--- src/source/lsu_pkg.sv ---
// --------------------
// shared widths, op encoding and records of the load/store unit
// imported by every RTL module and the testbench
// --------------------
`default_nettype none

package lsu_pkg;

    localparam int xlen        = 32;
    localparam int num_lanes   = 4;
    localparam int word_bytes  = 4;
    localparam int align_bits  = 2;
    localparam int nw_bits     = 2;
    localparam int nr_bits     = 5;
    localparam int mload_beats = 4;
    localparam int beat_bits   = 2;

    typedef enum logic [3:0] {
        op_lb,
        op_lh,
        op_lw,
        op_lbu,
        op_lhu,
        op_sb,
        op_sh,
        op_sw,
        op_mload,
        op_mstore
    } lsu_op_e;

    typedef struct packed {
        logic [nw_bits-1:0]                wid;
        logic [xlen-1:0]                   pc;
        logic [num_lanes-1:0]              tmask;
        lsu_op_e                           op;
        logic [nr_bits-1:0]                rd;
        logic [xlen-1:0]                   imm;
        logic [num_lanes-1:0][xlen-1:0]    rs1_data;
        logic [num_lanes-1:0][xlen-1:0]    rs2_data;
    } lsu_exec_t;

    typedef struct packed {
        logic                 active;
        logic [beat_bits-1:0] index;
    } mload_beat_t;

    // returned unchanged by memory
    typedef struct packed {
        logic [nw_bits-1:0]                   wid;
        logic [xlen-1:0]                      pc;
        logic [num_lanes-1:0]                 tmask;
        logic [nr_bits-1:0]                   rd;
        lsu_op_e                              op;
        logic [num_lanes-1:0][align_bits-1:0] align;
        logic                                 eop;
    } mem_tag_t;

    typedef struct packed {
        logic                                       rw;
        logic [num_lanes-1:0]                       mask;
        logic [num_lanes-1:0][xlen-align_bits-1:0]  addr;
        logic [num_lanes-1:0][word_bytes-1:0]       byteen;
        logic [num_lanes-1:0][xlen-1:0]             data;
        mem_tag_t                                   tag;
    } mem_req_t;

    typedef struct packed {
        logic [num_lanes-1:0]           mask;
        logic [num_lanes-1:0][xlen-1:0] data;
        mem_tag_t                       tag;
    } mem_rsp_t;

    typedef struct packed {
        logic [nw_bits-1:0]             wid;
        logic [xlen-1:0]                pc;
        logic [num_lanes-1:0]           tmask;
        logic [nr_bits-1:0]             rd;
        logic                           wb;
        logic [num_lanes-1:0][xlen-1:0] data;
        logic                           eop;
    } commit_t;

endpackage

`default_nettype wire

--- src/source/lsu_commit_arb.sv ---
// --------------------
// store and load commit buffers merged round-robin
// onto one registered commit port
// --------------------
`timescale 1ns/1ps
`default_nettype none

module lsu_commit_arb import lsu_pkg::*; (
    input  logic    clk,
    input  logic    reset,
    input  logic    st_valid,
    output logic    st_ready,
    input  commit_t st_commit,
    input  logic    ld_valid,
    output logic    ld_ready,
    input  commit_t ld_commit,
    output logic    commit_valid,
    input  logic    commit_ready,
    output commit_t commit
);

    logic    st_buf_valid;
    logic    st_buf_ready;
    commit_t st_buf_data;
    logic    ld_buf_valid;
    logic    ld_buf_ready;
    commit_t ld_buf_data;
    logic    favor_ld;
    logic    out_load;
    logic    grant_ld;
    logic    grant_st;

    lsu_elastic_buf st_buf (
        .clk       (clk),
        .reset     (reset),
        .in_valid  (st_valid),
        .in_ready  (st_ready),
        .in_data   (st_commit),
        .out_valid (st_buf_valid),
        .out_ready (st_buf_ready),
        .out_data  (st_buf_data)
    );

    lsu_elastic_buf ld_buf (
        .clk       (clk),
        .reset     (reset),
        .in_valid  (ld_valid),
        .in_ready  (ld_ready),
        .in_data   (ld_commit),
        .out_valid (ld_buf_valid),
        .out_ready (ld_buf_ready),
        .out_data  (ld_buf_data)
    );

    // output slot free or draining this cycle
    assign out_load = !commit_valid || commit_ready;
    assign grant_ld = ld_buf_valid && (favor_ld || !st_buf_valid);
    assign grant_st = st_buf_valid && !grant_ld;

    assign ld_buf_ready = out_load && grant_ld;
    assign st_buf_ready = out_load && grant_st;

    always_ff @(posedge clk) begin
        if (reset) begin
            commit_valid <= 1'b0;
            favor_ld     <= 1'b1;
        end else if (out_load) begin
            commit_valid <= grant_ld || grant_st;
            if (grant_ld) begin
                favor_ld <= 1'b0;
            end else if (grant_st) begin
                favor_ld <= 1'b1;
            end
        end
    end

    always_ff @(posedge clk) begin
        if (out_load && (grant_ld || grant_st)) begin
            commit <= grant_ld ? ld_buf_data : st_buf_data;
        end
    end

endmodule

`default_nettype wire

--- src/source/lsu_elastic_buf.sv ---
// --------------------
// two-entry FIFO for commit records
// registered output, one record per cycle
// --------------------
`timescale 1ns/1ps
`default_nettype none

module lsu_elastic_buf import lsu_pkg::*; (
    input  logic    clk,
    input  logic    reset,
    input  logic    in_valid,
    output logic    in_ready,
    input  commit_t in_data,
    output logic    out_valid,
    input  logic    out_ready,
    output commit_t out_data
);

    commit_t    entries [2];
    logic [1:0] count;
    logic       wr_ptr;
    logic       rd_ptr;
    logic       push;
    logic       pop;

    assign in_ready  = (count != 2'd2);
    assign out_valid = (count != 2'd0);
    assign out_data  = entries[rd_ptr];

    assign push = in_valid && in_ready;
    assign pop  = out_valid && out_ready;

    always_ff @(posedge clk) begin
        if (reset) begin
            count  <= '0;
            wr_ptr <= 1'b0;
            rd_ptr <= 1'b0;
        end else begin
            wr_ptr <= wr_ptr ^ push;
            rd_ptr <= rd_ptr ^ pop;
            count  <= count + 2'(push) - 2'(pop);
        end
    end

    always_ff @(posedge clk) begin
        if (push) begin
            entries[wr_ptr] <= in_data;
        end
    end

endmodule

`default_nettype wire

--- src/source/lsu_mload_seq.sv ---
// --------------------
// beat sequencer for matrix loads
// also decides when the execute port accepts
// --------------------
`timescale 1ns/1ps
`default_nettype none

module lsu_mload_seq import lsu_pkg::*; (
    input  logic        clk,
    input  logic        reset,
    input  logic        exec_valid,
    input  lsu_op_e     exec_op,
    input  logic        is_store,
    input  logic        mem_req_ready,
    input  logic        st_ready,
    output mload_beat_t beat,
    output logic        exec_ready
);

    logic                 mode_q;
    logic [beat_bits-1:0] count_q;
    logic                 is_mload;
    logic                 lsu_ready;
    logic                 last_beat;

    assign is_mload  = exec_valid && (exec_op == op_mload);
    // stores also need room in the store commit buffer
    assign lsu_ready = mem_req_ready && (!is_store || st_ready);
    assign last_beat = (count_q == beat_bits'(mload_beats - 1));

    // instruction is held until beat 3 goes out
    assign exec_ready = lsu_ready && ((exec_op != op_mload) || last_beat);

    assign beat.active = is_mload || mode_q;
    assign beat.index  = count_q;

    always_ff @(posedge clk) begin
        if (reset) begin
            mode_q  <= 1'b0;
            count_q <= '0;
        end else if (is_mload && lsu_ready) begin
            if (last_beat) begin
                mode_q  <= 1'b0;
                count_q <= '0;
            end else begin
                mode_q  <= 1'b1;
                count_q <= count_q + 1'b1;
            end
        end
    end

endmodule

`default_nettype wire

--- src/source/lsu_req_format.sv ---
// --------------------
// builds the memory request from the execute record
// lane addresses, byte enables, shifted store data and tag
// --------------------
`timescale 1ns/1ps
`default_nettype none

module lsu_req_format import lsu_pkg::*; (
    input  logic        exec_valid,
    input  lsu_exec_t   exec,
    input  mload_beat_t beat,
    input  logic        mem_req_ready,
    output logic        mem_req_valid,
    output mem_req_t    mem_req,
    output logic        is_store,
    output logic        st_valid,
    output commit_t     st_commit
);

    logic [num_lanes-1:0][xlen-1:0]       lane_addr;
    logic [num_lanes-1:0][align_bits-1:0] lane_align;
    logic                                 is_mstore;
    mem_tag_t                             tag;

    assign is_mstore     = (exec.op == op_mstore);
    assign is_store      = exec.op inside {op_sb, op_sh, op_sw, op_mstore};
    assign mem_req_valid = exec_valid;
    assign st_valid      = mem_req_valid && mem_req_ready && is_store;

    always_comb begin
        for (int i = 0; i < num_lanes; i++) begin
            if (beat.active) begin
                // first two beats walk rs1 pairwise, last two walk rs2
                if (!beat.index[1]) begin
                    lane_addr[i] = exec.rs1_data[i]
                        + xlen'(word_bytes) * (xlen'(2 * (i / 2)) + xlen'(beat.index));
                end else begin
                    lane_addr[i] = exec.rs2_data[i]
                        + xlen'(word_bytes) * (xlen'(i % 2) + xlen'({beat.index[0], 1'b0}));
                end
            end else if (is_mstore) begin
                lane_addr[i] = exec.rs1_data[i] + xlen'(word_bytes * i);
            end else begin
                lane_addr[i] = exec.rs1_data[i] + exec.imm;
            end
            lane_align[i] = lane_addr[i][align_bits-1:0];
        end
    end

    always_comb begin
        tag.wid   = exec.wid;
        tag.pc    = exec.pc;
        tag.tmask = exec.tmask;
        tag.rd    = exec.rd + (beat.active ? nr_bits'(beat.index) : '0);
        tag.op    = exec.op;
        tag.align = lane_align;
        tag.eop   = !beat.active || (beat.index == beat_bits'(mload_beats - 1));
    end

    always_comb begin
        mem_req.rw   = is_store;
        mem_req.mask = exec.tmask;
        mem_req.tag  = tag;
        for (int i = 0; i < num_lanes; i++) begin
            mem_req.addr[i]   = lane_addr[i][xlen-1:align_bits];
            mem_req.byteen[i] = '0;
            case (exec.op)
                op_lb, op_lbu, op_sb: begin
                    mem_req.byteen[i][lane_align[i]] = 1'b1;
                end
                op_lh, op_lhu, op_sh: begin
                    mem_req.byteen[i][{lane_align[i][1], 1'b0}] = 1'b1;
                    mem_req.byteen[i][{lane_align[i][1], 1'b1}] = 1'b1;
                end
                default: mem_req.byteen[i] = '1;
            endcase
            mem_req.data[i] = exec.rs2_data[i] << {lane_align[i], 3'b000};
        end
    end

    // stores write nothing back
    always_comb begin
        st_commit.wid   = exec.wid;
        st_commit.pc    = exec.pc;
        st_commit.tmask = exec.tmask;
        st_commit.rd    = '0;
        st_commit.wb    = 1'b0;
        st_commit.data  = '0;
        st_commit.eop   = 1'b1;
    end

endmodule

`default_nettype wire

--- src/source/lsu_rsp_format.sv ---
// --------------------
// turns a memory response into a load commit record
// lane extraction and sign or zero extension
// --------------------
`timescale 1ns/1ps
`default_nettype none

module lsu_rsp_format import lsu_pkg::*; (
    input  logic     mem_rsp_valid,
    input  mem_rsp_t mem_rsp,
    output logic     ld_valid,
    output commit_t  ld_commit
);

    logic [num_lanes-1:0][xlen-1:0] lane_data;

    always_comb begin
        logic [15:0] half;
        logic [7:0]  byte_val;
        for (int i = 0; i < num_lanes; i++) begin
            half     = mem_rsp.tag.align[i][1] ? mem_rsp.data[i][31:16] : mem_rsp.data[i][15:0];
            byte_val = mem_rsp.tag.align[i][0] ? half[15:8] : half[7:0];
            case (mem_rsp.tag.op)
                op_lb:   lane_data[i] = xlen'(signed'(byte_val));
                op_lh:   lane_data[i] = xlen'(signed'(half));
                op_lbu:  lane_data[i] = xlen'(byte_val);
                op_lhu:  lane_data[i] = xlen'(half);
                // word and matrix loads
                default: lane_data[i] = mem_rsp.data[i];
            endcase
        end
    end

    assign ld_valid = mem_rsp_valid;

    always_comb begin
        ld_commit.wid   = mem_rsp.tag.wid;
        ld_commit.pc    = mem_rsp.tag.pc;
        ld_commit.tmask = mem_rsp.mask;
        ld_commit.rd    = mem_rsp.tag.rd;
        ld_commit.wb    = 1'b1;
        ld_commit.data  = lane_data;
        ld_commit.eop   = mem_rsp.tag.eop;
    end

endmodule

`default_nettype wire

--- src/source/lsu_top.sv ---
// --------------------
// four-lane load/store unit top level
// execute, memory and commit valid/ready ports
// --------------------
`timescale 1ns/1ps
`default_nettype none

module lsu_top import lsu_pkg::*; (
    input  logic      clk,
    input  logic      reset,
    input  logic      exec_valid,
    output logic      exec_ready,
    input  lsu_exec_t exec,
    output logic      mem_req_valid,
    input  logic      mem_req_ready,
    output mem_req_t  mem_req,
    input  logic      mem_rsp_valid,
    output logic      mem_rsp_ready,
    input  mem_rsp_t  mem_rsp,
    output logic      commit_valid,
    input  logic      commit_ready,
    output commit_t   commit
);

    mload_beat_t beat;
    logic        is_store;
    logic        st_valid;
    logic        st_ready;
    commit_t     st_commit;
    logic        ld_valid;
    commit_t     ld_commit;

    lsu_mload_seq mload_seq (
        .clk           (clk),
        .reset         (reset),
        .exec_valid    (exec_valid),
        .exec_op       (exec.op),
        .is_store      (is_store),
        .mem_req_ready (mem_req_ready),
        .st_ready      (st_ready),
        .beat          (beat),
        .exec_ready    (exec_ready)
    );

    lsu_req_format req_format (
        .exec_valid    (exec_valid),
        .exec          (exec),
        .beat          (beat),
        .mem_req_ready (mem_req_ready),
        .mem_req_valid (mem_req_valid),
        .mem_req       (mem_req),
        .is_store      (is_store),
        .st_valid      (st_valid),
        .st_commit     (st_commit)
    );

    lsu_rsp_format rsp_format (
        .mem_rsp_valid (mem_rsp_valid),
        .mem_rsp       (mem_rsp),
        .ld_valid      (ld_valid),
        .ld_commit     (ld_commit)
    );

    // load buffer ready is the response ready
    lsu_commit_arb commit_arb (
        .clk          (clk),
        .reset        (reset),
        .st_valid     (st_valid),
        .st_ready     (st_ready),
        .st_commit    (st_commit),
        .ld_valid     (ld_valid),
        .ld_ready     (mem_rsp_ready),
        .ld_commit    (ld_commit),
        .commit_valid (commit_valid),
        .commit_ready (commit_ready),
        .commit       (commit)
    );

endmodule

`default_nettype wire
--- config.mk ---
export PLATFORM = sky130hd
export DESIGN_NAME = lsu_top
export DESIGN_NICKNAME = d
export VERILOG_FILES = /design/src/source/lsu_pkg.sv /design/src/source/lsu_commit_arb.sv /design/src/source/lsu_elastic_buf.sv /design/src/source/lsu_mload_seq.sv /design/src/source/lsu_req_format.sv /design/src/source/lsu_rsp_format.sv /design/src/source/lsu_top.sv
export SDC_FILE = /design/constraint.sdc
export NUM_CORES = 2
export LEC_CHECK = 0
export BUFFER_PORTS_ARGS = -buffer_cell sky130_fd_sc_hd__buf_4
export CORE_AREA = 4 4 402 404
export DETAILED_ROUTE_END_ITERATION = 16
export DIE_AREA = 0 0 406 408
export PLACE_DENSITY_LB_ADDON = 0.15
export SYNTH_ARGS = -nofsm -noshare
export SYNTH_HDL_FRONTEND = slang
export SYNTH_SLANG_ARGS = --single-unit
--- constraint.sdc ---
create_clock -name clk -period 31.3 [get_ports clk]
set_input_delay 7.825 -clock clk [delete_from_list [all_inputs] [get_ports clk]]
set_output_delay 7.825 -clock clk [all_outputs]
set_load 0.03 [all_outputs]
==> reports/qor.yml <==
clock_network:
  clock_path_buffers: 3
  clkTransAtPathRegs_ns: 0.06
  post_cts_resized: 0
  cts_root_buffer: "clkbuf_16"
  numCtsBuffers: 67
  hold_buffers: 0
  htree_levels: 3
  clock_insertion_delay_worst_skew_ns: 0.65
  clock_tree_from_tritoncts: "done"
  clock_sink_count: 606
  post-cts-setup-buffer-count: 0
floorplan:
  chipWidth_um: 406
  fp.dieArea_um2: 165600
  die_height_um: 408
  top_level_ports: 1031
  core-area_um2: 157800
  row_count: 146
  floorplan.initialDensity: 0.2644
timing:
  finalClockSkew_ns: 0.03760
  slew-limit-headroom: 0.2113
  timing.final.crit_period_ns: 20.87
  setup_tns_ns: 0
  worst_pin_slew_ns: 1.175
  maxSlewViolCount: 0
  timing.final.crit_share: 0.6668
  grt_setup_unrepaired: "false"
  final_setup_viols: 0
  fmaxAchievable_ghz: 0.04791
  report.final.hold_viol_count: 0
placement:
  post_place_cell_area_um2: 51270
  buffers_added_on_ports: 1026
  dp.cells: 7210
  dp_hpwl_mm: 154.7
  finalWeightedCongestion: 0.9620
setup_path:
  reg2reg_setup_slack_ns: 28.26
  timing.rr.start: "commit_arb.ld_buf.count[0]"
  crit_family: "simple AND/OR/NAND/NOR gates"
  cp-end-kind: "output pin"
  cp_data_required_time_ns: 23.48
  criticalPathCategory: "input pin to output pin"
  critical_path.max_stage_delay_ns: 0.88
  cp-startpoint: "exec[296]"
  critical_path_peak_fanout: 118
  critPathSlowestCell: "and2_1"
  path_cells: "buf_4 > or3b_1 > nor2_1 > a21oi_4 > buf_12 > nand2_1 > buf_4 > nand2_4 > a22oi_2 > and2_1 > clkinv_2 > nor2_1 > nand2_1 > o21ai_1 > buf_4"
  timing.critical_path.arrival_ns: 13.05
  cp_num_buf_inv: 5
  worst_path_most_repeated_cell: "buf_4"
  sort_of_element_at_the_start_of_the_critical_path: "input pin"
worst_hold_path:
  min-delay-start: "commit_arb.ld_buf.entries[0][53]"
  worstHoldPathType: "register to register"
routing:
  drt-vias-per-instance: 5.177
  detailedRoute.firstPassIterationCount: 6
  route.detailed.drc: 0
  antenna_violating_nets_post_route: 0
  drtIter0Drc: 3148
  drt_wl_total_mm: 199.7
  post_drt_wl_per_cell_um: 27.13
  detailroute.via_count: 38110
logic_synthesis:
  postSynthNetCount: 5043
  synthesis.area_um2: 41740
  yosysWarnings: 0
  post_synth_num_cell_types: 90
  synth-main-ff-cell: "edfxtp_1"
  synthArstFlopShare: 0
  synthesis.instances: 4349
  post_synth.cell_area_avg_um2: 9.596
  synth_enable_flop_cells: 593
  ys_seq_area_frac: 0.4329
  ys_seq_elements: 606
layout:
  finish.instance_area_um2: 53540
  syn_to_final_growth_pct: 28.28
  nets: 5901
  drive_gt1_frac: 0.2392
  final-instance-count-excl-fill: 7361
  post_route_core_utilization: 0.3392
  filler_cell_count: 16450
global_route:
  global_route.peak_usage_layer: "met2"
  grt.met1_usage: 0.2707
  grt_overflow: 0
  track_usage: 0.2299
  met2_capacity_usage_during_global_routing: 0.3894
  grt_first_pass_wirelength_mm: 276.4
  first_global_vias: 36910
  antenna_violations_before_repair: 40
  globalRouteMet3Util: 0.06036
  largest_net_degree_at_the_start_of_global_routing: 142
status:
  status: "complete, no violations"
power:
  pwr_density_cell_nw_per_um2: 67.94
  worst_ir_drop_vdd_uv: 115.4
  fin_total_pwr_mw: 3.637
  leakagePower_nw: 21.25
flow_run:
  cap_violations: 0
report_power, final:
part	switching, mW	internal (mW)
logic	1.10	0.513
clock network	0.341	0.446
registers	0.0674	1.17
total	1.51	2.13
final timing paths:
check,to,cells past startpoint
max,mem_req[106],15
min,commit_arb.commit[53],2
max reg2reg,commit_arb.ld_buf.entries[0][4],5
min reg2reg,commit_arb.commit[53],2
state kept, by name, summed over array words and instances, names as in the netlist:
register,count
commit_arb.st_buf.wr_ptr,1
commit_arb.ld_buf.rd_ptr,1
mload_seq.count_q,2
commit_arb.st_buf.rd_ptr,1
commit_arb.commit_valid,1
commit_arb.ld_buf.wr_ptr,1
commit_arb.commit,173
commit_arb.ld_buf.count,2
commit_arb.st_buf.count,2
mload_seq.mode_q,1
commit_arb.ld_buf.entries,344
commit_arb.favor_ld,1
commit_arb.st_buf.entries,76
cells in the mapped netlist (130+ instances only):
cell type    n  area, um^2
nand2_1    424        1592
xor2_1     163        1428
mux2i_1    256        2562
nand3_1    144       720.7
o21ai_0    238        1191
a21oi_1    315        1577
clkbuf_1   187       701.9
nor2_1     459        1723
a21o_1     130       975.9
ha_1       154        1927
edfxtp_1   593       17810
xnor2_1    195        1708
per-layer routing:
metal,share of wire,up-vias
li1,-,17780
met1,0.39,18610
met2,0.49,1413
met3,0.077,297
met4,0.045,16
met5,0.00056,-
final cells by class:
type	instances	area, um^2	share of cell area
Clock buffer	81	1739	0.03249
Clock inverter	40	456.7	0.008530
Antenna cell	30	75.07	0.001402
Timing Repair Buffer	1082	8148	0.1522
Tap cell	2072	2592	0.04842
Sequential cell	606	18080	0.3376
Multi-Input combinational cell	3379	22180	0.4143
Inverter	71	270.3	0.005048
cells in the final DEF, fill, tap and decap left out, types with 75 or more instances in the layout:
master    synthesis  routed
a211oi_1         83      83
nand2_1         424     424
a21oi_1         315     314
edfxtp_1        593     593
a21o_1          130     130
nor2_1          459     455
xor2_1          163     163
buf_4            52    1080
o21ai_0         238     238
nand3_1         144     143
and3_1          125     124
xnor2_1         195     195
mux2i_1         256     256
o211ai_1         75      75
ha_1            154     150
cells by family after synthesis:
logic type      Yosys count  share of synthesized area
buf+inv                 364                    0.03906
compound gates         1088                     0.1666
flops                   606                     0.4329
mux                     278                    0.06841
simple gates           1490                     0.1664
fa+ha+maj               165                    0.05145
xor+xnor                358                    0.07513
stage by stage:
step                setup WS (ns)  hold slack [ns]
floorplan                   12.72           0.4965
global placement            10.51           0.5325
detailed placement          10.53           0.5432
CTS                         10.52           0.5357
global route                10.17           0.5643
finish                      10.43           0.5334
tightest hold or removal path: cells and delay by family, from the launching register on:
kind	cells	cell delay [ns]
and+or+nand+nor	1	0.07
muxes	1	0.06
DFF	1	0.31
No activity file was read; power rests on OpenSTA's default activity.
